<file path="src/hdl/lut_config.svh">
`ifndef LUT_CONFIG_SVH
`define LUT_CONFIG_SVH

// Word address inside one table bank
`define LUT_ADDR_W 10

// Bus data word, also the table memory word
`define LUT_WORD_W 32

// One table entry, two of them packed per word
`define LUT_LANE_W 16

// Datapath index input and entry output
`define LUT_DATA_W 32

// External bus address
`define LUT_BUS_ADDR_W 32

// Burst length field
`define LUT_LEN_W 8

`endif

</file>
<file path="src/hdl/lut_pkg.sv">
`default_nettype none

`include "lut_config.svh"

package lut_pkg;

   // Run configuration, held stable while a load is busy
   typedef struct packed {
      logic [`LUT_BUS_ADDR_W-1:0] ext_addr;
      logic [`LUT_ADDR_W-1:0]     iterations;
      logic [`LUT_ADDR_W-1:0]     period;
      logic [`LUT_ADDR_W-1:0]     duty;
      logic [`LUT_ADDR_W-1:0]     shift;
      logic [`LUT_ADDR_W-1:0]     incr;
      logic [`LUT_LEN_W-1:0]      length;
      logic                       ping_pong;
   } lut_cfg_t;

   typedef struct packed {
      logic                       valid;
      logic [`LUT_BUS_ADDR_W-1:0] addr;
      logic [`LUT_LEN_W-1:0]      len;
   } lut_bus_req_t;

   typedef struct packed {
      logic                   ready;
      logic [`LUT_WORD_W-1:0] rdata;
      logic                   last;
   } lut_bus_rsp_t;

   // Table write, bank bit on top of the word address
   typedef struct packed {
      logic                   en;
      logic [`LUT_ADDR_W:0]   addr;
      logic [`LUT_WORD_W-1:0] data;
   } lut_wr_t;

   typedef enum logic [1:0] {AG_IDLE, AG_EMIT, AG_SHIFT} ag_state_e;

   typedef enum logic {LOAD_IDLE, LOAD_BUSY} load_state_e;

endpackage

`default_nettype wire

</file>
<file path="src/hdl/lut_mem_writer.sv">
`timescale 1ns/1ps
`default_nettype none

`include "lut_config.svh"

module lut_mem_writer (
   input  logic                   clk,
   input  logic                   rst,
   input  logic                   gen_valid_i,
   input  logic [`LUT_ADDR_W-1:0] gen_addr_i,
   input  logic                   bank_i,
   input  logic                   beat_i,
   input  logic [`LUT_WORD_W-1:0] rdata_i,
   output logic                   gen_ready_o,
   output lut_pkg::lut_wr_t       wr_o
);

   logic                   en_q;
   logic [`LUT_ADDR_W:0]   addr_q;
   logic [`LUT_WORD_W-1:0] data_q;

   // Every transferred beat consumes one generated address
   assign gen_ready_o = beat_i;

   always_ff @(posedge clk or posedge rst) begin
      if (rst) begin
         en_q <= 1'b0;
      end else begin
         en_q <= beat_i && gen_valid_i;
      end
   end

   // Address and data captured with the beat, written next cycle
   always_ff @(posedge clk) begin
      if (beat_i) begin
         addr_q <= {bank_i, gen_addr_i};
         data_q <= rdata_i;
      end
   end

   assign wr_o = '{en: en_q, addr: addr_q, data: data_q};

endmodule

`default_nettype wire

</file>
<file path="config.mk">
export PLATFORM = sky130hd
export DESIGN_NAME = lut_mem_writer
export DESIGN_NICKNAME = d
export VERILOG_FILES = /design/src/hdl/lut_pkg.sv /design/src/hdl/lut_mem_writer.sv
export VERILOG_INCLUDE_DIRS = /design/src /design/src/hdl
export SDC_FILE = /design/constraint.sdc
export NUM_CORES = 1
export LEC_CHECK = 0
export BUFFER_PORTS_ARGS = -buffer_cell sky130_fd_sc_hd__buf_2
export CAP_MARGIN = 40
export CORE_MARGIN = 8
export CORE_UTILIZATION = 43
export DETAILED_ROUTE_END_ITERATION = 6
export MAX_ROUTING_LAYER = met4
export PLACE_DENSITY_LB_ADDON = 0.2
export SLEW_MARGIN = 10
export SYNTH_ARGS = -nofsm -noshare
export SYNTH_HDL_FRONTEND = slang
export SYNTH_SLANG_ARGS = --single-unit
</file>
<file path="constraint.sdc">
create_clock -name clk -period 1.5 [get_ports clk]
set_clock_uncertainty 0.1 [all_clocks]
set_input_delay 0.15 -clock clk [delete_from_list [all_inputs] [get_ports clk]]
set_output_delay 0.15 -clock clk [all_outputs]
set_load 0.1 [all_outputs]
</file>
# ---- After elaboration in Yosys (flattened, before gate mapping)
# Cells that the tools add are included.
dict set report classes {
  multipliers 0
  n_bitwise 0
  n_div 0
  n_eq_ne 0
  add_sub_neg 0
  reduce_logical 1
  mux 0
  n_shift 0
  magnitude_cmp 0
}
# op n
set ops {}
lappend ops {{logical AND 1 bit} 1}
dict set report totals {
  latchBits 0
  rom_bits 0
  register_bits 44
  mem_count 0
  input_bits 47
  mem_bits_rw 0
}

# ---- Depth between registers and ports, before layout
dict set report depth {
  depth_word 1
  depth_mapped 1
}

# ---- Worst setup path after synthesis
# No wires, ideal clock.
dict set report synth_timing {
  path_type {reg-to-output}
  startpoint {register data_q[0]}
  endpoint {output wr_o[0] (netlist bit)}
  setup_slack_ns 0.346
  arrival_ns 0.904
  stages_incl_launch_ff 1
  required_ns 1.250
  n_path_buf 0
  cell_sequence {edfxtp_1}
}
# element line_no
set synth_rtl {}
lappend synth_rtl {{from (decl)} lut_mem_writer.sv:20} ;# logic [`LUT_WORD_W-1:0] data_q;
lappend synth_rtl {{from (signal assigned)} lut_mem_writer.sv:37} ;# data_q <= rdata_i;
lappend synth_rtl {{to (decl)} lut_mem_writer.sv:15} ;# output lut_pkg::lut_wr_t wr_o
# No word-level cell between the ends.

# ---- Worst setup path in the final report
dict set report layout_timing {
  startpoint {register addr_q[8]}
  endpoint {output wr_o[40] (netlist bit)}
}
# element line_no
set layout_rtl {}
lappend layout_rtl {{from (decl)} lut_mem_writer.sv:19} ;# logic [`LUT_ADDR_W:0] addr_q;
lappend layout_rtl {{from (signal assigned)} lut_mem_writer.sv:36} ;# addr_q <= {bank_i, gen_addr_i};
# No word-level cell between the ends.

==> impl_metrics.py <==
metrics = {
    "synthesis": {
        "yosys_warnings": 0,
        "synth_cell_types": 5,
        "ys_seq_area_share_pct": 98.1,
        "syn_area_per_cell_um2": 27.9,
        "synth-edff-count": 43,
        "synth_area_leaders": "edfxtp_1 96%, dfrtp_1 1.9%, buf_4 1.1%",
        "yosysMostFrequentCell": "edfxtp_1",
        "syn_inst": 48,
        "ys_ff_latch": 44,
        "synth_top_cell_area_share_pct": 96.3,
        "synth-main-ff-cell": "edfxtp_1",
        "syn-cell-area_um2": 1340,
        "syn_nets": 95,
        "yosys.area.top_type": "edfxtp_1",
        "async_flop_share_pct": 2.27,
        "synth_commonest_cells": "43 x edfxtp_1, 2 x buf_4, 1 x and2_1, 1 x dfrtp_1, 1 x inv_1",
    },
    "global_routing": {
        "grt_pass1_wl_um": 5330,
        "grt_pass1_vias": 1110,
        "track_usage_pct": 14.1,
        "antenna_found_initial": 0,
        "grt_start_max_net_pins": 46,
        "overflow": 0,
    },
    "setup_path": {
        "worstSetupPathType": "flip-flop to output pin",
        "endpoint_kind": "output pin",
        "worst_ep_arrival_time_ns": 1.13,
        "path_buf_inv": 1,
        "startpoint_type": "flip-flop",
        "critical_path.max_stage_delay_ns": 0.43,
        "crit_required_ns": 1.25,
        "crit_chain": "buf_2",
        "cp_top_family": "buffers and inverters",
        "cp_slowest_cell": "buf_2",
        "critical_path.max_fanout": 1,
    },
    "clock_tree": {
        "cts_resized": 0,
        "htreeDepth": 2,
        "numCtsBuffers": 5,
        "cts_sinks": 44,
        "hold_buffers": 45,
        "cts.clk_slew.worst_paths_ns": 0.11,
        "cts_tree": "done",
        "root_buffer": "clkbuf_4",
        "clockBufferDepth": 2,
        "cts_setup_buffers": 0,
    },
    "floorplanning": {
        "io_pins": 92,
        "start_util_pct": 44.7,
        "die_x_um": 71.9,
        "fp.dieH_um": 71.9,
        "coreArea_um2": 3000,
        "rows": 20,
        "dieArea_um2": 5160,
    },
    "sta": {
        "finalCritPeriodShare_pct": 91.7,
        "fin_setup_tns_ns": 0,
        "min_period_ns": 1.38,
        "hold_viol_final": 0,
        "worstMarginPinSlew_ns": 0.504,
        "clock.fmax_mhz": 727,
        "layout_setup_ws_ns": 0.124,
        "timing.final.setup_violations": 0,
        "finalMaxSlewViolations": 0,
        "rsz0062_at_grt": "false",
        "maxSlewHeadroom_pct": 66.6,
    },
    "routing": {
        "via_per_inst": 4.39,
        "wl_per_cell_um": 15.6,
        "wl_met2_um": 1960,
        "detail-route-antenna-nets": 0,
        "wl_met3_um": 315,
        "wl_met1_um": 1190,
        "vias": 983,
        "dr.pass1.iters": 4,
        "drtIter0Drc": 59,
        "routed_wirelength_um": 3500,
        "topRoutingLayerUsed": "met4",
        "drc": 0,
    },
    "run": {
        "cap_viol_max_count": 0,
    },
    "layout": {
        "seq_area_um2": 1320,
        "area_growth_pct": 75.7,
        "layout.cells.non_filler": 224,
        "antenna_cells": 0,
        "nets": 237,
        "multi_input_area_um2": 6.26,
        "layout-drive-gt1-share_pct": 50.8,
        "fill_cells": 165,
    },
    "power": {
        "peakVddDrop_v": 0.000856,
        "p_leak_nw": 1.03,
        "pwr_density_cell_nw_per_um2": 1260,
    },
    "place": {
        "place_inst": 171,
        "post-place-ws_ns": 0.500,
        "port_buffers": 91,
        "gp_congestion": 0.676,
    },
    "hold_path": {
        "hold_class": "primary input to asynchronous set/reset pin",
    },
    "run_status": {
        "status": "finished clean",
    },
}
[kinds of logic (layout without fill, tap and decap cells)]
group	Yosys count	after routing	synth area share (%)
flops	44	44	98.1
buf+inv	3	146	1.40
simple gates	1	1	0.467
[path summary, 6_finish.rpt]
path	start	endpoint	slack, ns	depth (start not counted)
min in group clk	beat_i	data_q[17]	0.20	2
min	rst	en_q	0.11	3
max in group asynchronous	rst	en_q	1.10	3
max	addr_q[8]	wr_o[40]	0.12	1
[power breakdown]
part | switching (W) | total [W] | internal (W)
clock network | 0.000329 | 0.000510 | 0.000181
logic | 0.000790 | 0.000979 | 0.000189
registers | 0.0000207 | 0.00147 | 0.00145
total | 0.00114 | 0.00296 | 0.00182
[flip-flops by register name, indices dropped and copies added, names as in the netlist]
signal	count
addr_q	11
data_q	32
en_q	1
[placed cells by master, fill, tap and decap left out]
| cell | netlist | routed |
|---|---|---|
| buf_2 | 0 | 90 |
| dlygate4sd3_1 | 0 | 45 |
| edfxtp_1 | 43 | 43 |
| clkbuf_4 | 0 | 5 |
| clkbuf_1 | 0 | 2 |
| buf_12 | 0 | 2 |
| and2_1 | 1 | 1 |
| inv_1 | 1 | 1 |
| clkinv_1 | 0 | 1 |
| dfrtp_1 | 1 | 1 |
[final cells by class]
class                      instances  area share, %
sequential                        44           55.8
timing repair buffer             137           39.9
clock buffer                       7           1.91
tap                               33           1.75
multi-input combinational          1          0.265
clock inverter                     1          0.159
inverter                           1          0.159
[per-stage QoR]
step	hold WS, ns	area [um2]	util (%)	power, W
after floorplan	-0.221	1340	-	0.00222
after global placement	-0.113	1860	61.9	0.00239
after detailed placement	-0.103	1860	61.9	0.00239
after CTS	0.0706	2360	78.5	0.00298
after global routing	0.0985	2360	78.5	0.00307
final	0.108	2360	78.5	0.00296
[layer usage]
metal  vias to the layer above  global-route usage (%)
li1                        470                       -
met1                       451                    13.4
met2                        58                    25.6
met3                         4                    5.44
met4                         0                    4.08
met5                         -                       -
Power figures use the tool's default switching activity.
