`config.mk`:
```
export PLATFORM = sky130hd
export DESIGN_NAME = lut_addr_gen
export DESIGN_NICKNAME = d
export VERILOG_FILES = /design/src/hdl/lut_pkg.sv /design/src/hdl/lut_addr_gen.sv
export VERILOG_INCLUDE_DIRS = /design/src /design/src/hdl
export SDC_FILE = /design/constraint.sdc
export NUM_CORES = 1
export LEC_CHECK = 0
export BUFFER_PORTS_ARGS = -buffer_cell sky130_fd_sc_hd__clkbuf_2
export CORE_MARGIN = 10
export CORE_UTILIZATION = 44
export CTS_CLUSTER_DIAMETER = 60
export CTS_CLUSTER_SIZE = 12
export DETAILED_ROUTE_END_ITERATION = 7
export HOLD_SLACK_MARGIN = 0.03
export PLACE_DENSITY = 0.73
export RECOVER_POWER = 50
export SLEW_MARGIN = 5
export SYNTH_ARGS = -nofsm -noshare
export SYNTH_HDL_FRONTEND = slang
export SYNTH_SLANG_ARGS = --single-unit
```
`constraint.sdc`:
```
create_clock -name clk -period 7.9 [get_ports clk]
set_clock_uncertainty 0.1 [all_clocks]
set_input_delay 0.79 -clock clk [delete_from_list [all_inputs] [get_ports clk]]
set_output_delay 0.79 -clock clk [all_outputs]
set_load 0.1 [all_outputs]
```
`src/hdl/lut_config.svh`:
```
`ifndef LUT_CONFIG_SVH
`define LUT_CONFIG_SVH

// Word address inside one table bank
`define LUT_ADDR_W 10

// Bus data word, also the table memory word
`define LUT_WORD_W 32

// One table entry, two of them packed per word
`define LUT_LANE_W 16

// Datapath index input and entry output
`define LUT_DATA_W 32

// External bus address
`define LUT_BUS_ADDR_W 32

// Burst length field
`define LUT_LEN_W 8

`endif

```
`src/hdl/lut_pkg.sv`:
```
`default_nettype none

`include "lut_config.svh"

package lut_pkg;

   // Run configuration, held stable while a load is busy
   typedef struct packed {
      logic [`LUT_BUS_ADDR_W-1:0] ext_addr;
      logic [`LUT_ADDR_W-1:0]     iterations;
      logic [`LUT_ADDR_W-1:0]     period;
      logic [`LUT_ADDR_W-1:0]     duty;
      logic [`LUT_ADDR_W-1:0]     shift;
      logic [`LUT_ADDR_W-1:0]     incr;
      logic [`LUT_LEN_W-1:0]      length;
      logic                       ping_pong;
   } lut_cfg_t;

   typedef struct packed {
      logic                       valid;
      logic [`LUT_BUS_ADDR_W-1:0] addr;
      logic [`LUT_LEN_W-1:0]      len;
   } lut_bus_req_t;

   typedef struct packed {
      logic                   ready;
      logic [`LUT_WORD_W-1:0] rdata;
      logic                   last;
   } lut_bus_rsp_t;

   // Table write, bank bit on top of the word address
   typedef struct packed {
      logic                   en;
      logic [`LUT_ADDR_W:0]   addr;
      logic [`LUT_WORD_W-1:0] data;
   } lut_wr_t;

   typedef enum logic [1:0] {AG_IDLE, AG_EMIT, AG_SHIFT} ag_state_e;

   typedef enum logic {LOAD_IDLE, LOAD_BUSY} load_state_e;

endpackage

`default_nettype wire

```
`src/hdl/lut_addr_gen.sv`:
```
`timescale 1ns/1ps
`default_nettype none

`include "lut_config.svh"

module lut_addr_gen (
   input  logic                   clk,
   input  logic                   rst,
   input  logic                   run_i,
   input  lut_pkg::lut_cfg_t      cfg_i,
   input  logic                   ready_i,
   output logic                   valid_o,
   output logic [`LUT_ADDR_W-1:0] addr_o,
   output logic                   done_o
);

   import lut_pkg::*;

   ag_state_e            state_q;
   logic [`LUT_ADDR_W-1:0] iter_q;
   logic [`LUT_ADDR_W-1:0] pos_q;
   logic [`LUT_ADDR_W:0]   pos_next;
   logic [`LUT_ADDR_W:0]   iter_next;
   logic                   last_pos;
   logic                   last_iter;
   logic                   empty_run;

   // One extra bit so the compare does not wrap at the top of the range
   assign pos_next  = {1'b0, pos_q} + 1'b1;
   assign iter_next = {1'b0, iter_q} + 1'b1;

   // Positions at or past duty take no cycles, the bus never sees a hole
   assign last_pos  = (pos_next >= {1'b0, cfg_i.duty}) ||
                      (pos_next >= {1'b0, cfg_i.period});
   assign last_iter = (iter_next >= {1'b0, cfg_i.iterations});
   assign empty_run = (cfg_i.iterations == '0) || (cfg_i.period == '0);

   assign valid_o = (state_q == AG_EMIT);

   always_ff @(posedge clk or posedge rst) begin
      if (rst) begin
         state_q <= AG_IDLE;
         iter_q  <= '0;
         pos_q   <= '0;
         addr_o  <= '0;
         done_o  <= 1'b1;
      end else if (run_i) begin
         iter_q <= '0;
         pos_q  <= '0;
         addr_o <= '0;
         if (empty_run) begin
            state_q <= AG_IDLE;
            done_o  <= 1'b1;
         end else begin
            // Zero duty means whole periods of nothing but shift
            state_q <= (cfg_i.duty == '0) ? AG_SHIFT : AG_EMIT;
            done_o  <= 1'b0;
         end
      end else begin
         case (state_q)
            AG_EMIT: begin
               if (ready_i) begin
                  if (!last_pos) begin
                     pos_q  <= pos_next[`LUT_ADDR_W-1:0];
                     addr_o <= addr_o + cfg_i.incr;
                  end else begin
                     // End of the emitting part, apply the period shift too
                     pos_q  <= '0;
                     addr_o <= addr_o + cfg_i.incr + cfg_i.shift;
                     if (last_iter) begin
                        state_q <= AG_IDLE;
                        done_o  <= 1'b1;
                     end else begin
                        iter_q <= iter_next[`LUT_ADDR_W-1:0];
                     end
                  end
               end
            end
            AG_SHIFT: begin
               addr_o <= addr_o + cfg_i.shift;
               if (last_iter) begin
                  state_q <= AG_IDLE;
                  done_o  <= 1'b1;
               end else begin
                  iter_q <= iter_next[`LUT_ADDR_W-1:0];
               end
            end
            default: begin
               state_q <= AG_IDLE;
            end
         endcase
      end
   end

endmodule

`default_nettype wire

```
==> Yosys cells after proc, flatten, opt, wreduce, memory -nomap -nowiden <==
Cells that the tools add are included.
{ "word_totals": {"regBits": 33, "input_bits": 95} }
{ "op_classes": {"order_cmp": 3, "muxes": 26, "n_eq_ne": 4, "n_addsub": 5, "n_reduce_logical": 12} }
{ "ops": {"columns": ["op", "count"], "rows": [
  ["$mux 10", 11],
  ["$pmux 10 s2", 2],
  ["$ge 11x10->1", 3],
  ["$add 10x10->10", 3],
  ["$logic_not 10->1", 3],
  ["$add 10x1->11 const B", 2],
  ["$mux 2", 6],
  ["$reduce_and 2->1", 3],
  ["$mux 1", 5],
  ["$pmux 2 s2", 1],
  ["$reduce_bool 2->1", 2],
  ["$ne 3x2->1 const B", 1],
  ["$ne 3x3->1 const B", 1],
  ["$reduce_and 3->1", 1],
  ["$reduce_bool 3->1", 1],
  ["$eq 2x1->1 const B", 1],
  ["$eq 2x2->1 const B", 1],
  ["$logic_or 1x1->1", 2],
  ["$pmux 1 s2", 1]
]} }

==> Logic depth before layout (Yosys ltp) <==
{ "logic_depth": {"ltp_word": 7, "depth_mapped": 15} }

==> Least setup slack after synthesis <==
OpenSTA, ideal clock, no wires.
{ "synth_path": {"path_type": "reg2reg", "from": "register addr_o[0]", "to": "register addr_o[9]", "slack_ps": 4047, "period_less_slack_ps": 3853, "path_stages_with_launch": 16, "arrival_ps": 3659, "cell_sequence": "dfrtp_1 -> ha_1 -> inv_1 -> fa_1 -> nor2b_1 -> o21a_1 -> o21a_1 -> o21ai_0 -> a21oi_1 -> ha_1 -> a21oi_1 -> nor2b_1 -> o31a_1 -> o21a_1 -> o311a_1 -> a211oi_1"} }
{ "synth_between": {"elab_chain_cells": 6, "elab_cells_between_ends": 7} }
{ "synth_rtl": {"columns": ["element", "line_no", "source"], "rows": [
  ["start, declared", "lut_addr_gen.sv:13", "output logic [`LUT_ADDR_W-1:0] addr_o,"],
  ["start signal, assigned", "lut_addr_gen.sv:65", "addr_o <= addr_o + cfg_i.incr;"],
  ["start signal, assigned", "lut_addr_gen.sv:69", "addr_o <= addr_o + cfg_i.incr + cfg_i.shift;"],
  ["start signal, assigned", "lut_addr_gen.sv:80", "addr_o <= addr_o + cfg_i.shift;"],
  ["$add 10x10->10", "lut_addr_gen.sv:65, lut_addr_gen.sv:69", null],
  ["$add 10x10->10", "lut_addr_gen.sv:69", null],
  ["$mux 10", "lut_addr_gen.sv:63", "if (!last_pos) begin"],
  ["$mux 10", "lut_addr_gen.sv:62", "if (ready_i) begin"],
  ["$pmux 10 s2 (*)", "lut_addr_gen.sv:60", "case (state_q)"],
  ["$mux 10 (*)", "lut_addr_gen.sv:47", "end else if (run_i) begin"]
]} }
Every way passes the cells marked *; elsewhere a longest branch is shown, timed or not. The select of a mux whose other input is x is not followed.
A chain may end at the register's enable or synchronous reset.

==> Worst setup path after layout <==
{ "layout_path": {"from": "register pos_q[0]", "to": "register addr_o[1]"} }
{ "layout_between": {"elab_chain_cells": 7, "elab_cells_between_ends": 8} }
{ "layout_rtl": {"columns": ["element", "line_no", "source"], "rows": [
  ["start, declared", "lut_addr_gen.sv:21", "logic [`LUT_ADDR_W-1:0] pos_q;"],
  ["start signal, assigned", "lut_addr_gen.sv:64", "pos_q <= pos_next[`LUT_ADDR_W-1:0];"],
  ["$add 10x1->11 (*)", "lut_addr_gen.sv:29", "assign pos_next = {1'b0, pos_q} + 1'b1;"],
  ["$ge 11x10->1, on equally long branches", "lut_addr_gen.sv:33, lut_addr_gen.sv:34", null],
  ["$logic_or 1x1->1 (*)", "lut_addr_gen.sv:33", "assign last_pos = (pos_next >= {1'b0, cfg_i.duty}) ||"],
  ["$mux 10 (*)", "lut_addr_gen.sv:63", null],
  ["$mux 10 (*)", "lut_addr_gen.sv:62", null],
  ["$pmux 10 s2 (*)", "lut_addr_gen.sv:60", null],
  ["$mux 10 (*)", "lut_addr_gen.sv:47", null]
]} }
Marked as above.

==> impl_metrics.yaml <==
run_status:
  status: "complete, but fails checks"
  violations: "max-capacitance violations, max-slew violations"
worst_setup_path:
  crit_type: "flop to flop"
  reg2reg_to: "addr_o[1]$_DFFE_PP0P_"
  r2r_start: "pos_q[0]$_DFFE_PP0P_"
  worst_ep_required_time_ns: 8.01
  crit_path_max_fanout: 24
  end_kind: "flop"
  cp-start-kind: "flop"
  r2r_cells: 13
  r2r_slack_ns: 3.85
  crit_arrival_ns: 4.15
grt:
  grt_use_total: 0.1500
  antenna_found_initial: 0
  grt_max_degree: 34
  grt_pass1_vias: 3855
  grt_pass1_wl_microns: 17030
  grt_overflow: 0
clock_network:
  cts_max_level: 2
  post_cts_resized: 0
  cts.sinks: 33
  cts_tree: "yes"
  clock_latency_ns: 0.29
  post-cts-setup-buffers: 0
  ctsHoldBuffers: 0
  clk_path_buf_depth: 2
  clk_pin_slew_ns: 0.07
  root_buffer: "clkbuf_8"
  cts_buffers: 5
floorplanning:
  rows: 35
  die_w_microns: 116.9
  floorplan.initialDensity: 0.4490
  chipHeight_microns: 116.9
  die_area_sq_mm: 0.01366
  io_pins: 107
  design.core.area_sq_mm: 0.009196
synth:
  ys_warn_count: 0
  ys_ff_latch: 33
  synth_area_per_cell_sq_um: 8.409
  netlist_area_sq_mm: 0.004129
  synth-edff-count: 0
  seq_area_frac_synth: 0.2003
  synth_top_cell_by_area: "dfrtp_1"
  netlist.area_leader.share: 0.1939
  synth_area_leaders: "dfrtp_1 (19%), ha_1 (19%), xnor2_1 (5.1%)"
  ys_types: 67
  synth_ff_type: "dfrtp_1"
  async_flop_share: 1.000
  syn-num-nets: 651
  synth_cells: 491
final_layout:
  drive_above_1_share: 0.1757
  finish.utilization: 0.5011
  final_common_cell: "ha_1"
  final_nets: 712
  fillers: 925
  regArea_sq_um: 827.0
  final_cell_mix: "ha_1 (62), clkbuf_2 (59), inv_1 (54)"
  multiInputGateArea_sq_mm: 0.003014
  diodes: 0
  syn_to_final_growth_pct: 11.61
sta:
  hold_viol_final: 0
  setup_viol: 0
  timing.final.crit_share: 0.5121
  report.final.slew_viol_count: 34
  clock.fmax_ghz: 0.2472
  period_needed_ns: 4.045
  max_slew_margin: -0.2598
  worst_slew_pin_slew_ns: 1.890
  rsz0062_at_grt: "no"
  finalSetupTns_ns: 0
hold_path:
  hold_start: "pos_q[9]$_DFFE_PP0P_"
  hold_class: "flop to flop"
  hold_end: "pos_q[9]$_DFFE_PP0P_"
  hold_depth: 2
power:
  vdd_drop_max_uv: 116.7
  leakagePower_nw: 2.310
  totalPowerFinal_mw: 0.6911
  power_density_mw_per_mm2: 150.0
job:
  maxCapViolations: 1
drt:
  antenna_left: 0
  vias_per_cell: 5.641
  drc: 0
  dr_total_vias: 3740
  wire_per_inst_microns: 15.06
  dr.pass1.iters: 4
  drtIter0Drc: 128
  wirelength_microns: 9988
placed_design:
  dp_hpwl_microns: 8197
  io_buffers: 65
  place_congestion: 0.8433
-- synthesized netlist by cell type (all sizes together), types with 8 or more instances --
cell / n
ha: 62
inv: 54
a21oi: 45
dfrtp: 32
nand2: 29
o21ai: 26
xnor2: 24
nor2: 23
nand3: 20
nor3: 17
xor2: 11
nor2b: 10
o21a: 10
mux2i: 9
nor4: 9
a21o: 8
a22oi: 8
-- cell families after synthesis --
| family | after synthesis | share of synthesized area |
|---|---|---|
| xor gates and xnor gates | 35 | 0.07424 |
| DFF | 33 | 0.2003 |
| muxes | 16 | 0.04273 |
| and+or+nand+nor | 143 | 0.1873 |
| buffers and inverters | 66 | 0.06969 |
| adders and majority gates | 65 | 0.2024 |
| AOI/OAI and AO/OA | 133 | 0.2233 |
-- worst max path at each step --
stage	slack [ns]	depth (start not counted)	from	endpoint
after global routing	3.60	13	pos_q[0]$_DFFE_PP0P_	addr_o[1]$_DFFE_PP0P_
after global placement	3.98	13	pos_q[0]$_DFFE_PP0P_	addr_o[1]$_DFFE_PP0P_
final	3.85	13	pos_q[0]$_DFFE_PP0P_	addr_o[1]$_DFFE_PP0P_
after floorplan	4.05	15	addr_o[0]$_DFFE_PP0P_	addr_o[9]$_DFFE_PP0P_
after detailed placement	3.86	13	pos_q[0]$_DFFE_PP0P_	addr_o[1]$_DFFE_PP0P_
after CTS	3.82	13	pos_q[0]$_DFFE_PP0P_	addr_o[1]$_DFFE_PP0P_
-- layout make-up --
cell class | instances | area share
Timing Repair Buffer | 66 | 0.06978
Multi-Input combinational cell | 392 | 0.6541
Tap cell | 111 | 0.03014
Clock buffer | 5 | 0.01493
Inverter | 54 | 0.04399
Sequential cell | 33 | 0.1795
Clock inverter | 2 | 0.007602
-- worst max-delay path, stage by stage, from the launching register on --
cell and delay (ns):
dfrtp_1 0.46, ha_1 0.30, nand3_2 0.16, nor2_1 0.24, nand2_1 0.12, xnor2_1 0.26
ha_1 0.31, a21oi_2 0.16, o22ai_2 0.12, a2111oi_4 0.33, o211ai_2 0.20, a21oi_4 0.66
mux2_2 0.41, o21ai_0 0.13
-- stage by stage --
stage | hold WS [ns] | std cells | area (sq um) | setup slack [ns]
global route | 0.4992 | 663 | 4608 | 3.599
CTS | 0.4623 | 663 | 4619 | 3.821
floorplan | 0.4137 | 491 | 4129 | 4.047
finish | 0.4592 | 663 | 4608 | 3.855
global placement | 0.4429 | 656 | 4516 | 3.977
detailed placement | 0.4521 | 656 | 4516 | 3.857
-- report_power, final --
part	internal [mW]	total, mW	switching (mW)
logic	0.128	0.343	0.215
registers	0.178	0.191	0.0128
clock network	0.0917	0.157	0.0654
-- registers in the layout (all words and copies together) (netlist names) --
signal / flops
addr_o: 10
iter_q: 10
state_q: 2
pos_q: 10
done_o: 1
-- metal layers --
layer  up-vias  track usage  wire, microns
li1       1899            -              -
met1      1752       0.1815           4541
met2        77       0.2628           4783
met3        12      0.02905            525
met4         0      0.04366            138
met5         -            0              0
Note: power is estimated with default switching activity, not from simulation.
