==> config.mk <==
export PLATFORM = sky130hd
export DESIGN_NAME = lut_reader
export DESIGN_NICKNAME = d
export VERILOG_FILES = /design/src/hdl/lut_pkg.sv /design/src/hdl/lut_reader.sv
export VERILOG_INCLUDE_DIRS = /design/src /design/src/hdl
export SDC_FILE = /design/constraint.sdc
export NUM_CORES = 1
export LEC_CHECK = 0
export BUFFER_PORTS_ARGS = -buffer_cell sky130_fd_sc_hd__buf_4
export CORE_AREA = 5 5 105 107
export CTS_CLUSTER_SIZE = 24
export DETAILED_ROUTE_END_ITERATION = 16
export DIE_AREA = 0 0 110 112
export GPL_TIMING_DRIVEN = 0
export SETUP_SLACK_MARGIN = 0.2
export SLEW_MARGIN = 20
export SYNTH_ARGS = -nofsm -noshare
export SYNTH_HDL_FRONTEND = slang
export SYNTH_SLANG_ARGS = --single-unit
==> constraint.sdc <==
create_clock -name clk -period 1.5 [get_ports clk]
set_clock_uncertainty 0.05 [all_clocks]
set_input_delay 0.075 -clock clk [delete_from_list [all_inputs] [get_ports clk]]
set_output_delay 0.075 -clock clk [all_outputs]
set_load 0.02 [all_outputs]
==> src/hdl/lut_config.svh <==
`ifndef LUT_CONFIG_SVH
`define LUT_CONFIG_SVH

// Word address inside one table bank
`define LUT_ADDR_W 10

// Bus data word, also the table memory word
`define LUT_WORD_W 32

// One table entry, two of them packed per word
`define LUT_LANE_W 16

// Datapath index input and entry output
`define LUT_DATA_W 32

// External bus address
`define LUT_BUS_ADDR_W 32

// Burst length field
`define LUT_LEN_W 8

`endif

==> src/hdl/lut_pkg.sv <==
`default_nettype none

`include "lut_config.svh"

package lut_pkg;

   // Run configuration, held stable while a load is busy
   typedef struct packed {
      logic [`LUT_BUS_ADDR_W-1:0] ext_addr;
      logic [`LUT_ADDR_W-1:0]     iterations;
      logic [`LUT_ADDR_W-1:0]     period;
      logic [`LUT_ADDR_W-1:0]     duty;
      logic [`LUT_ADDR_W-1:0]     shift;
      logic [`LUT_ADDR_W-1:0]     incr;
      logic [`LUT_LEN_W-1:0]      length;
      logic                       ping_pong;
   } lut_cfg_t;

   typedef struct packed {
      logic                       valid;
      logic [`LUT_BUS_ADDR_W-1:0] addr;
      logic [`LUT_LEN_W-1:0]      len;
   } lut_bus_req_t;

   typedef struct packed {
      logic                   ready;
      logic [`LUT_WORD_W-1:0] rdata;
      logic                   last;
   } lut_bus_rsp_t;

   // Table write, bank bit on top of the word address
   typedef struct packed {
      logic                   en;
      logic [`LUT_ADDR_W:0]   addr;
      logic [`LUT_WORD_W-1:0] data;
   } lut_wr_t;

   typedef enum logic [1:0] {AG_IDLE, AG_EMIT, AG_SHIFT} ag_state_e;

   typedef enum logic {LOAD_IDLE, LOAD_BUSY} load_state_e;

endpackage

`default_nettype wire

==> src/hdl/lut_reader.sv <==
`timescale 1ns/1ps
`default_nettype none

`include "lut_config.svh"

module lut_reader (
   input  logic                   clk,
   input  logic                   rst,
   input  logic                   run_i,
   input  logic                   disabled_i,
   input  lut_pkg::lut_cfg_t      cfg_i,
   input  logic [`LUT_DATA_W-1:0] index_i,
   input  lut_pkg::lut_bus_rsp_t  bus_rsp_i,
   input  logic                   gen_ready_i,
   output lut_pkg::lut_bus_req_t  bus_req_o,
   output logic                   beat_o,
   output logic [`LUT_ADDR_W:0]   rd_addr_o,
   input  logic [`LUT_WORD_W-1:0] rd_data_i,
   output logic [`LUT_DATA_W-1:0] data_o,
   output logic                   bank_o,
   output logic                   gen_run_o,
   output logic                   done_o
);

   import lut_pkg::*;

   load_state_e                load_q;
   logic                       bank_q;
   logic [`LUT_BUS_ADDR_W-1:0] bus_addr_q;
   logic                       bus_valid;
   logic                       enabled_run;
   logic                       last_beat;
   logic                       rd_bank;
   logic                       lane_q;
   logic                       lane_qq;
   logic [`LUT_LANE_W-1:0]     entry;

   assign enabled_run = run_i && !disabled_i;
   assign gen_run_o   = enabled_run;

   assign bus_valid = (load_q == LOAD_BUSY);
   assign bus_req_o = '{valid: bus_valid, addr: bus_addr_q, len: cfg_i.length};
   assign beat_o    = bus_valid && bus_rsp_i.ready;

   // The writer acknowledges exactly the transferred beats
   assign last_beat = gen_ready_i && bus_rsp_i.last;

   always_ff @(posedge clk or posedge rst) begin
      if (rst) begin
         load_q <= LOAD_IDLE;
         done_o <= 1'b1;
      end else if (enabled_run) begin
         load_q <= LOAD_BUSY;
         done_o <= 1'b0;
      end else if (last_beat) begin
         load_q <= LOAD_IDLE;
         done_o <= 1'b1;
      end
   end

   // Bank flips on every run, also a disabled one
   always_ff @(posedge clk or posedge rst) begin
      if (rst) begin
         bank_q <= 1'b0;
      end else if (run_i) begin
         bank_q <= cfg_i.ping_pong ? !bank_q : 1'b0;
      end
   end

   always_ff @(posedge clk or posedge rst) begin
      if (rst) begin
         bus_addr_q <= '0;
      end else if (enabled_run) begin
         bus_addr_q <= cfg_i.ext_addr;
      end
   end

   assign bank_o = bank_q;

   // Reads come from the bank not being loaded
   assign rd_bank = cfg_i.ping_pong ? !bank_q : 1'b0;

   // Lane bit follows the address one stage behind, lined up with RAM data
   always_ff @(posedge clk or posedge rst) begin
      if (rst) begin
         rd_addr_o <= '0;
         lane_q    <= 1'b0;
         lane_qq   <= 1'b0;
      end else begin
         rd_addr_o <= {rd_bank, index_i[`LUT_ADDR_W:1]};
         lane_q    <= index_i[0];
         lane_qq   <= lane_q;
      end
   end

   assign entry  = lane_qq ? rd_data_i[2*`LUT_LANE_W-1:`LUT_LANE_W]
                           : rd_data_i[`LUT_LANE_W-1:0];
   assign data_o = {{(`LUT_DATA_W-`LUT_LANE_W){1'b0}}, entry};

endmodule

`default_nettype wire

# Yosys cells after proc, flatten, opt, wreduce, memory -nomap -nowiden
# Cells that the tools add are included.
dict set report word_totals {
  ff_bits 48
  latch_bits 0
  mem_bits_rw 0
  rom_bits 0
  inputBits 194
  output_inout_bits 88
  wordCells 19
  memories 0
}
dict set report classes {
  add_sub_neg 0
  mul 0
  n_div 0
  n_lt_le_gt_ge 0
  n_eq_ne 0
  shift 0
  muxes 6
  bitwise 0
  n_reduce_logical 6
}
# cell n
set ops {}
lappend ops {{16-bit 2-to-1 mux} 1}
lappend ops {{1-bit 2-to-1 mux} 5}
lappend ops {{1-bit logical AND} 3}
lappend ops {{1-bit zero test} 2}
lappend ops {{2-bit nonzero test} 1}

# Longest topological paths before layout
# Gate-level depths: netlist (run 1).
dict set report logic_depth {
  ltp_word 3
  depth_mapped 4
  depth_no_buf 2
}

# Worst setup path after synthesis (run 1)
# OpenSTA, ideal clock, no wires.
dict set report synth_timing {
  kind {register to output}
  from {reg lane_qq}
  to {out data_o[10]}
  t_arrival_ps 1080
  slack_ps 295
  stages_incl_launch_ff 4
  path_buffers 2
  path_cell_list {dfrtp_1 -> buf_2 -> buf_2 -> mux2_2}
}
dict set report synth_via {
  elab_chain_cells 1
}
# element line
set synth_lines {}
lappend synth_lines {{start: declaration} lut_reader.sv:35} ;# logic lane_qq;
lappend synth_lines {{start signal: assignment} lut_reader.sv:92} ;# lane_qq <= lane_q;
lappend synth_lines {{16-bit 2-to-1 mux} lut_reader.sv:96} ;# assign entry = lane_qq ? rd_data_i[2*`LUT_LANE_W-1:`LUT_LANE_W]
lappend synth_lines {{end: declaration} lut_reader.sv:19} ;# output logic [`LUT_DATA_W-1:0] data_o,
# Every way passes these cells.

# Worst setup path in the final report (run 1)
dict set report layout_timing {
  from {reg lane_qq}
  to {out data_o[1]}
}
# The elaborated chain is that of the path after synthesis.

==> results.py, run 1 <==
metrics = {
    "floorplan": {
        "core_area_um2": 10050,
        "die_w_um": 110,
        "io_pins": 282,
        "die_area_um2": 12320,
        "start_util_pct": 21.72,
        "die_h_um": 112,
        "core.rowCount": 37,
    },
    "synthesis": {
        "synth.top_cell.area_share_pct": 53.90,
        "yosys_register_bits": 48,
        "synthTopCellsByCount": "dfrtp_1, mux2_4, buf_4",
        "synth-warning-count": 0,
        "synth_area_leaders": "dfrtp_1, mux2_4, mux2_2, buf_4, buf_12",
        "yosys.area.top_type": "dfrtp_1",
        "synth_edf_count": 0,
        "async_flop_share_pct": 100.0,
        "yosysMostFrequentCell": "dfrtp_1",
        "ys_types": 17,
        "syn-mean-instance-area_um2": 15.93,
        "yosysSeqAreaShare_pct": 55.10,
        "synth_ff_type": "dfrtp_1",
        "synthesis.area_um2": 2182,
        "netlist_instances": 137,
    },
    "pwr": {
        "total_leakage_power_nw": 2.168,
        "swShare_pct": 28.26,
        "power_frac_seq_pct": 39.9,
        "combPwrFrac_pct": 34.6,
        "clockPowerShare_pct": 25.5,
        "total_power_mw": 3.867,
        "ir_drop_mv": 0.4646,
        "p_sw_mw": 1.093,
        "power_density_nw_per_um2": 899.9,
        "p_int_mw": 2.774,
    },
    "global_route": {
        "grt_pass1_vias": 2029,
        "track_usage_pct": 10.05,
        "grt_pass1_wl_um": 9749,
        "grt-ovfl-total": 0,
        "antenna_found_initial": 0,
        "grt_max_degree": 26,
    },
    "detailed_routing": {
        "routed_wirelength_um": 6555,
        "via_count": 1859,
        "drt-pass1-iter-count": 2,
        "drt_iter0_markers": 35,
        "viasPerCell": 3.703,
        "routedWlPerCell_um": 13.06,
        "ant_nets": 0,
        "drt_drc_violations_left": 0,
    },
    "timing": {
        "hold_viol_final": 0,
        "fmax_mhz": 679.0,
        "setup_slack_ps": 27.23,
        "finalWorstPathRequiredPeriod_ps": 1473,
        "grt_setup_unrepaired": "true",
        "fin_crit_sh_pct": 98.18,
        "final_max_slew_viol_count": 0,
        "max_slew.worst_pin.slew_ps": 538.2,
        "setup_tns_ps": 0,
        "slew_headroom_pct": 64.07,
        "setup_violations": 0,
    },
    "place": {
        "finalWeightedCongestion": 0.6766,
        "pre_cts_ws_ps": 101.8,
        "dp_hpwl_um": 4840,
        "io_buffers": 154,
    },
    "critical_path": {
        "arrival_ps": 1350,
        "setup.worst_path.class": "register to output port",
        "path_max_fanout": 4,
        "endpoint_kind": "output port",
        "start_kind": "register",
        "critPathRequiredTime_ps": 1370,
    },
    "clocking": {
        "cts_buffer_depth": 2,
        "cts_tree": "yes",
        "cts_buffers": 5,
        "clockRootBuffer": "clkbuf_8",
        "clk_latency_ps": 290,
        "cts_sinks": 48,
        "cts_htree_levels": 2,
        "clkTransAtPathRegs_ps": 90,
    },
    "cells_and_area": {
        "drive_above_1_share_pct": 68.03,
        "areaGrowthSynthToFinish_pct": 96.90,
        "num-fill-cells": 926,
        "diodes": 0,
        "final_util_pct": 42.77,
        "nNetsFinal": 559,
    },
    "min_path": {
        "hp-class": "input port to register",
    },
    "run_status": {
        "status": "finished, final reports clean",
    },
    "flow_run": {
        "maxCapViolCount": 0,
    },
}
==> through the flow <==
step / hold WS [ps] / instance area [um^2] / instances
6_report: 235.6 / 4297 / 502
4_1_cts: 225.6 / 4297 / 502
3_5_place_dp: 104.8 / 3585 / 443
2_1_floorplan: 56.43 / 2238 / 152
3_3_place_gp: 134.7 / 3565 / 442
5_1_grt: 235.0 / 4297 / 502
==> power by group through the flow <==
stage	logic [mW]	clock network [mW]	registers, mW
6_report	1.34	0.985	1.54
3_5_place_dp	1.21	0	1.56
2_1_floorplan	0.466	0	1.75
3_3_place_gp	1.19	0	1.56
4_1_cts	1.35	1.04	1.54
5_1_grt	1.42	1.08	1.57
==> what timing repair did <==
| action | 4_1_cts | 5_1_grt |
|---|---|---|
| resized for setup | 24 | 0 |
| hold buffers | 48 | 0 |
| setup buffers | 3 | 0 |
| endpoints found under the setup margin | 16 | 16 |
| hold endpoints to repair | 69 | 0 |
==> layer usage <==
metal / vias up / GRT usage [%] / share of wire [%]
met5: - / 0 / 0
met4: 0 / 3.076 / 1.2
met3: 8 / 4.174 / 14
met2: 120 / 17.72 / 50
met1: 861 / 10.75 / 35
li1: 870 / - / -
==> final timing paths <==
path	from	end	slack (ps)	depth (start not counted)
setup / recovery	lane_qq	data_o[1]	30	4
hold / removal	disabled_i	bus_addr_q[8]	240	4
setup reg to reg	bank_o	bank_o	650	2
hold reg to reg	lane_q	lane_qq	310	0
max in group asynchronous	rst	done_o	470	4
min in group asynchronous	rst	bus_addr_q[9]	330	3
==> layout make-up <==
type	count	area [um^2]	share of cell area (%)
Tap cell	136	170.2	3.960
Sequential cell	48	1202	27.98
Buffer	31	289.0	6.727
Timing Repair Buffer	206	1739	40.48
Clock inverter	2	38.79	0.9027
Clock buffer	6	82.58	1.922
Multi-Input combinational cell	72	770.7	17.94
Inverter	1	3.754	0.08736
==> cells in the final DEF (no fill, tap or decap), types with 2 or more instances in the layout <==
master,Yosys,routed
conb_1,1,16
buf_12,3,4
dfrtp_1,47,47
mux2_4,27,30
dlygate4sd3_1,0,48
buf_6,0,17
clkbuf_8,0,6
buf_8,1,2
buf_4,25,166
mux2_2,22,19
==> state kept, by name, summed over array words and instances, names as in the netlist <==
name	count
rd_addr_o	11
bank_o	1
lane_q	1
lane_qq	1
bus_addr_q	32
done_o	1
bus_valid	1
==> kinds of logic (layout without fill, tap and decap cells) <==
group / Yosys count / count (layout) / share of synthesized area [%]
compound gates: 2 / 2 / 0.5733
buf+inv: 32 / 246 / 12.67
flops: 48 / 48 / 55.10
mux: 49 / 49 / 29.93
other cells: 1 / 16 / 0.1719
simple gates: 5 / 5 / 1.548
==> critical path, stage by stage (launching register included) <==
cell	delay (ps)
dfrtp_1	380
buf_6	120
buf_4	140
mux2_4	290
buf_6	130
(Power assumes the default switching activity.)
==> run 2: changes to the inputs <==
--- a/config.mk
+++ b/config.mk
@@ -12,6 +12,7 @@
 export DETAILED_ROUTE_END_ITERATION = 16
 export DIE_AREA = 0 0 110 112
 export GPL_TIMING_DRIVEN = 0
+export MAX_ROUTING_LAYER = met4
 export SETUP_SLACK_MARGIN = 0.2
 export SLEW_MARGIN = 20
 export SYNTH_ARGS = -nofsm -noshare
==> run 2 against run 1 <==
  * Wire length about the same
  * Die area stayed put
  * Non-clock buffer count is the same
  * Worst hold slack improved by 0.91 ps
  * Worst setup slack hardly changed
  * Combinational power is essentially flat
  * Cell area did not move
  * Register-to-register slack hardly changed
  * Clock power hardly changed
  * Final cell count unchanged
  * Via count rose by 0.27%
  * Sequential share of layout area did not move
  * Critical path type unchanged
==> results.py, run 2 (same netlist as run 1, synthesis figures left out) <==
metrics = {
    "clocking": {
        "cts_buffer_depth": 2,
        "cts_tree": "yes",
        "cts_sinks": 48,
        "clk_latency_ps": 290,
        "cts_htree_levels": 2,
        "cts_buffers": 5,
        "clockRootBuffer": "clkbuf_8",
        "clkTransAtPathRegs_ps": 90,
    },
    "flow_run": {
        "maxCapViolCount": 0,
    },
    "cells_and_area": {
        "largest_reg_flops": 32,
        "final_common_cell": "buf_4",
        "diodes": 0,
        "areaGrowthSynthToFinish_pct": 96.90,
        "num-fill-cells": 926,
        "top_regs": "bus_addr_q: 32 flops, rd_addr_o: 11 flops",
        "top_register": "bus_addr_q",
        "layout_common_cells": "buf_4, dlygate4sd3_1, dfrtp_1",
        "final_util_pct": 42.77,
        "multi_input_area_um2": 770.7,
        "drive_above_1_share_pct": 68.03,
        "seqCellArea_um2": 1202,
        "nNetsFinal": 559,
        "instances_no_fill": 502,
        "fin_area_um2": 4297,
    },
    "timing": {
        "fin_crit_sh_pct": 98.17,
        "setup_slack_ps": 27.47,
        "slew_headroom_pct": 63.86,
        "max_slew.worst_pin.slew_ps": 541.4,
        "hold_viol_final": 0,
        "timing.hold.ws_ps": 236.6,
        "final_max_slew_viol_count": 0,
        "setup_violations": 0,
        "grt_setup_unrepaired": "true",
        "setup_tns_ps": 0,
        "fmax_mhz": 679.1,
        "finalWorstPathRequiredPeriod_ps": 1473,
    },
    "detailed_routing": {
        "ant_nets": 0,
        "met3_length_um": 836,
        "drt-pass1-iter-count": 2,
        "routed_wirelength_um": 6557,
        "wl_met1_um": 2344,
        "drt_iter0_markers": 37,
        "drt_drc_violations_left": 0,
        "routedWlPerCell_um": 13.06,
        "highest_layer": "met4",
        "viasPerCell": 3.713,
        "routed-wl-met2_um": 3269,
        "via_count": 1864,
    },
    "pwr": {
        "total_leakage_power_nw": 2.168,
        "power_density_nw_per_um2": 899.6,
        "ir_drop_mv": 0.4642,
        "total_power_mw": 3.865,
    },
    "critical_path": {
        "setup.worst_path.class": "register to output port",
        "r2r-start": "bank_o",
        "endpoint_kind": "output port",
        "reg2regPathDepth": 2,
        "arrival_ps": 1350,
        "start_kind": "register",
        "critPathRequiredTime_ps": 1370,
        "path_max_fanout": 4,
        "r2r_setup_slack_ps": 650,
        "reg2reg_to": "bank_o",
    },
    "global_route": {
        "grt_pass1_vias": 2030,
        "antenna_found_initial": 0,
        "grt_max_degree": 26,
        "grt_pass1_wl_um": 9735,
        "grt-ovfl-total": 0,
        "track_usage_pct": 10.35,
    },
    "place": {
        "pre_cts_ws_ps": 101.8,
        "finalWeightedCongestion": 0.6834,
        "io_buffers": 154,
        "dp_hpwl_um": 4840,
        "place_inst": 443,
        "dpl_cell_area_um2": 3585,
    },
    "min_path": {
        "min-delay-start": "disabled_i",
        "hp-class": "input port to register",
        "hold_end": "bus_addr_q[8]",
        "hold_path_depth": 4,
    },
    "floorplan": {
        "die_w_um": 110,
        "start_util_pct": 21.72,
        "io_pins": 282,
        "die_h_um": 112,
        "core_area_um2": 10050,
        "die_area_um2": 12320,
        "core.rowCount": 37,
    },
    "run_status": {
        "status": "finished, final reports clean",
    },
}
[run 2: cell counts in the layout (fill, tap and decap cells not counted)]
No cell type changed its count.
[run 2: timing repair]
item | 4_1_cts | 5_1_grt
endpoints found under the setup margin | 16 | 16
hold buffers | 48 | 0
endpoints found under the hold margin | 69 | 0
gates resized for setup | 24 | 0
buffers inserted | 3 | 0
[run 2: where the power goes]
part,switching (mW),internal (mW)
clock network,0.437,0.546
logic,0.565,0.776
registers,0.0898,1.45
[run 2: how the worst max path moves through the flow]
stage / slack (ps) / end / cells after the start / startpoint
after global placement: -450 / lane_qq / 2 / rst
after global routing: -30 / data_o[14] / 4 / lane_qq
after detailed placement: 100 / data_o[5] / 4 / lane_qq
final: 30 / data_o[1] / 4 / lane_qq
after floorplan: 230 / bank_o / 1 / rst
after CTS: 7 / data_o[5] / 4 / lane_qq
[run 2: layer usage]
metal  global-route usage, %  up-vias
met4                   3.076        0
met2                   17.72      118
met5                       -        -
li1                        -      870
met3                   3.478       10
met1                   11.22      866
[run 2: worst max-delay path: stages, from the launching register on]
cell and delay, ps:
dfrtp_1 380, buf_6 120, buf_4 140, mux2_4 290, buf_6 130
[run 2: layout make-up]
class	instances	share of cell area, %
timing repair buffer	206	40.48
clock buffer	6	1.922
buffer	31	6.727
inverter	1	0.08736
sequential	48	27.98
multi-input combinational	72	17.94
tap	136	3.960
clock inverter	2	0.9027
==> run 3: changes to the inputs <==
--- a/config.mk
+++ b/config.mk
@@ -13,6 +13,7 @@
 export DIE_AREA = 0 0 110 112
 export GPL_TIMING_DRIVEN = 0
 export MAX_ROUTING_LAYER = met4
+export RECOVER_POWER = 50
 export SETUP_SLACK_MARGIN = 0.2
 export SLEW_MARGIN = 20
 export SYNTH_ARGS = -nofsm -noshare
==> run 3 against run 2 <==
  * Clock power up 0.4%
  * Combinational power hardly changed
  * Clock-buffer cell count unchanged
  * Global-route usage unchanged
  * Register-to-register slack worse by 20 ps
  * Utilization down 0.47 points
  * First-iteration DRC count is 5.4% lower
  * Power is 0.80% lower
  * Final cell count unchanged
  * Sequential cell count unchanged
  * Critical path type unchanged
  * Largest cell class unchanged
  * Highest routed layer unchanged
==> results.py, run 3 (same netlist as run 1, synthesis figures left out) <==
metrics = {
    "cells_and_area": {
        "drive_above_1_share_pct": 63.93,
        "seqCellArea_um2": 1202,
        "top_regs": "bus_addr_q: 32 flops, rd_addr_o: 11 flops",
        "multi_input_area_um2": 755.7,
        "layout_common_cells": "buf_4, dlygate4sd3_1, dfrtp_1",
        "instances_no_fill": 502,
        "top_register": "bus_addr_q",
        "fin_area_um2": 4249,
        "nNetsFinal": 559,
        "areaGrowthSynthToFinish_pct": 94.72,
        "num-fill-cells": 940,
        "largest_reg_flops": 32,
        "final_common_cell": "buf_4",
        "final_util_pct": 42.30,
        "diodes": 0,
    },
    "detailed_routing": {
        "drt_drc_violations_left": 0,
        "via_count": 1867,
        "ant_nets": 0,
        "drt-pass1-iter-count": 2,
        "routed_wirelength_um": 6551,
        "viasPerCell": 3.719,
        "drt_iter0_markers": 35,
        "routedWlPerCell_um": 13.05,
    },
    "place": {
        "place_inst": 443,
        "dpl_cell_area_um2": 3585,
        "io_buffers": 154,
        "finalWeightedCongestion": 0.6834,
        "dp_hpwl_um": 4840,
    },
    "pwr": {
        "total_leakage_power_nw": 2.128,
        "p_int_mw": 2.743,
        "power_density_nw_per_um2": 902.4,
        "clockPowerShare_pct": 25.7,
        "ir_drop_mv": 0.4628,
        "p_sw_mw": 1.091,
        "combPwrFrac_pct": 34.1,
        "power_frac_seq_pct": 40.2,
        "swShare_pct": 28.46,
    },
    "floorplan": {
        "die_area_um2": 12320,
        "start_util_pct": 21.72,
        "core_area_um2": 10050,
        "die_w_um": 110,
        "core.rowCount": 37,
        "die_h_um": 112,
        "io_pins": 282,
    },
    "critical_path": {
        "critPathMaxStageDelay_ps": 380,
        "worst_path_max_delay_cell": "dfrtp_1",
        "start_kind": "register",
        "endpoint_kind": "output port",
        "cpLargestDelayFamily": "buffers and inverters",
        "setup.worst_path.class": "register to output port",
        "cp_cell_sequence": "buf_6 -> buf_4 -> mux2_4 -> buf_6",
        "critPathRequiredTime_ps": 1370,
        "path_max_fanout": 4,
        "cp_num_buf_inv": 3,
        "cpMostUsedCell": "buf_6",
        "arrival_ps": 1350,
    },
    "timing": {
        "fin_crit_sh_pct": 98.17,
        "max_slew.worst_pin.slew_ps": 964.9,
        "setup_tns_ps": 0,
        "finalWorstPathRequiredPeriod_ps": 1473,
        "setup_violations": 0,
        "timing.hold.ws_ps": 308.0,
        "slew_headroom_pct": 35.60,
        "final_max_slew_viol_count": 0,
        "hold_viol_final": 0,
        "fmax_mhz": 679.1,
        "grt_setup_unrepaired": "true",
    },
    "global_route": {
        "grt_pass1_vias": 2030,
        "grt_pass1_wl_um": 9735,
        "antenna_found_initial": 0,
        "grt_max_degree": 26,
        "track_usage_pct": 10.35,
        "grt-ovfl-total": 0,
    },
    "clocking": {
        "cts_tree": "yes",
        "cts_sinks": 48,
        "cts_buffers": 5,
        "clockRootBuffer": "clkbuf_8",
        "clk_latency_ps": 290,
        "clkTransAtPathRegs_ps": 80,
        "cts_buffer_depth": 2,
        "cts_htree_levels": 2,
    },
    "flow_run": {
        "maxCapViolCount": 0,
    },
    "min_path": {
        "hp-class": "register to register",
    },
    "run_status": {
        "status": "finished, final reports clean",
    },
}
## run 3: changes by cell type in the layout (fill, tap and decap cells not counted)
cell / change
inv_2: -1
dlymetal6s2s_1: +1
mux2_1: +4
inv_1: +1
buf_4: -50
dfstp_1: +1
clkbuf_1: +8
clkbuf_4: +42
buf_8: -1
mux2_4: -4
dfstp_2: -1
## run 3: metal layers
metal / vias up / share of wire [%] / GRT usage [%]
met5: - / 0 / -
met4: 0 / 1.6 / 3.076
li1: 870 / - / -
met2: 118 / 50 / 17.72
met3: 10 / 13 / 3.478
met1: 869 / 35 / 11.22
## run 3: power groups by stage
stage	Combinational, mW	Clock, mW	Sequential [mW]
floorplan	0.466	0	1.75
CTS	1.35	1.04	1.54
global placement	1.19	0	1.56
finish	1.31	0.986	1.54
global route	1.39	1.08	1.56
detailed placement	1.21	0	1.56
## run 3: worst paths after layout
path                          startpoint              to  slack [ps]  cells after the start
max                              lane_qq       data_o[1]          30                      4
min                               lane_q         lane_qq         310                      0
max reg2reg                bus_addr_q[3]   bus_addr_q[3]         630                      1
min reg2reg                       lane_q         lane_qq         310                      0
max in group asynchronous            rst          done_o         160                      4
min in group asynchronous            rst  bus_addr_q[12]         510                      3
## run 3: layout make-up
type,count,area share (%)
timing repair buffer,206,40.22
inverter,1,0.08834
clock buffer,6,1.943
sequential,48,28.30
tap,136,4.005
buffer,31,6.743
multi-input combinational,72,17.79
clock inverter,2,0.9128
## run 3: through the flow
stage	power (mW)	setup WS (ps)
5_1_grt	4.036	-33.75
3_5_place_dp	2.771	101.8
3_3_place_gp	2.750	-445.7
4_1_cts	3.933	7.393
2_1_floorplan	2.211	232.2
6_report	3.834	27.42
## run 3: what timing repair did
action	in CTS	in global routing
resized for setup	24	0
hold buffers	48	0
setup buffers	3	0
endpoints found under the setup margin	16	16
endpoints found under the hold margin	69	0
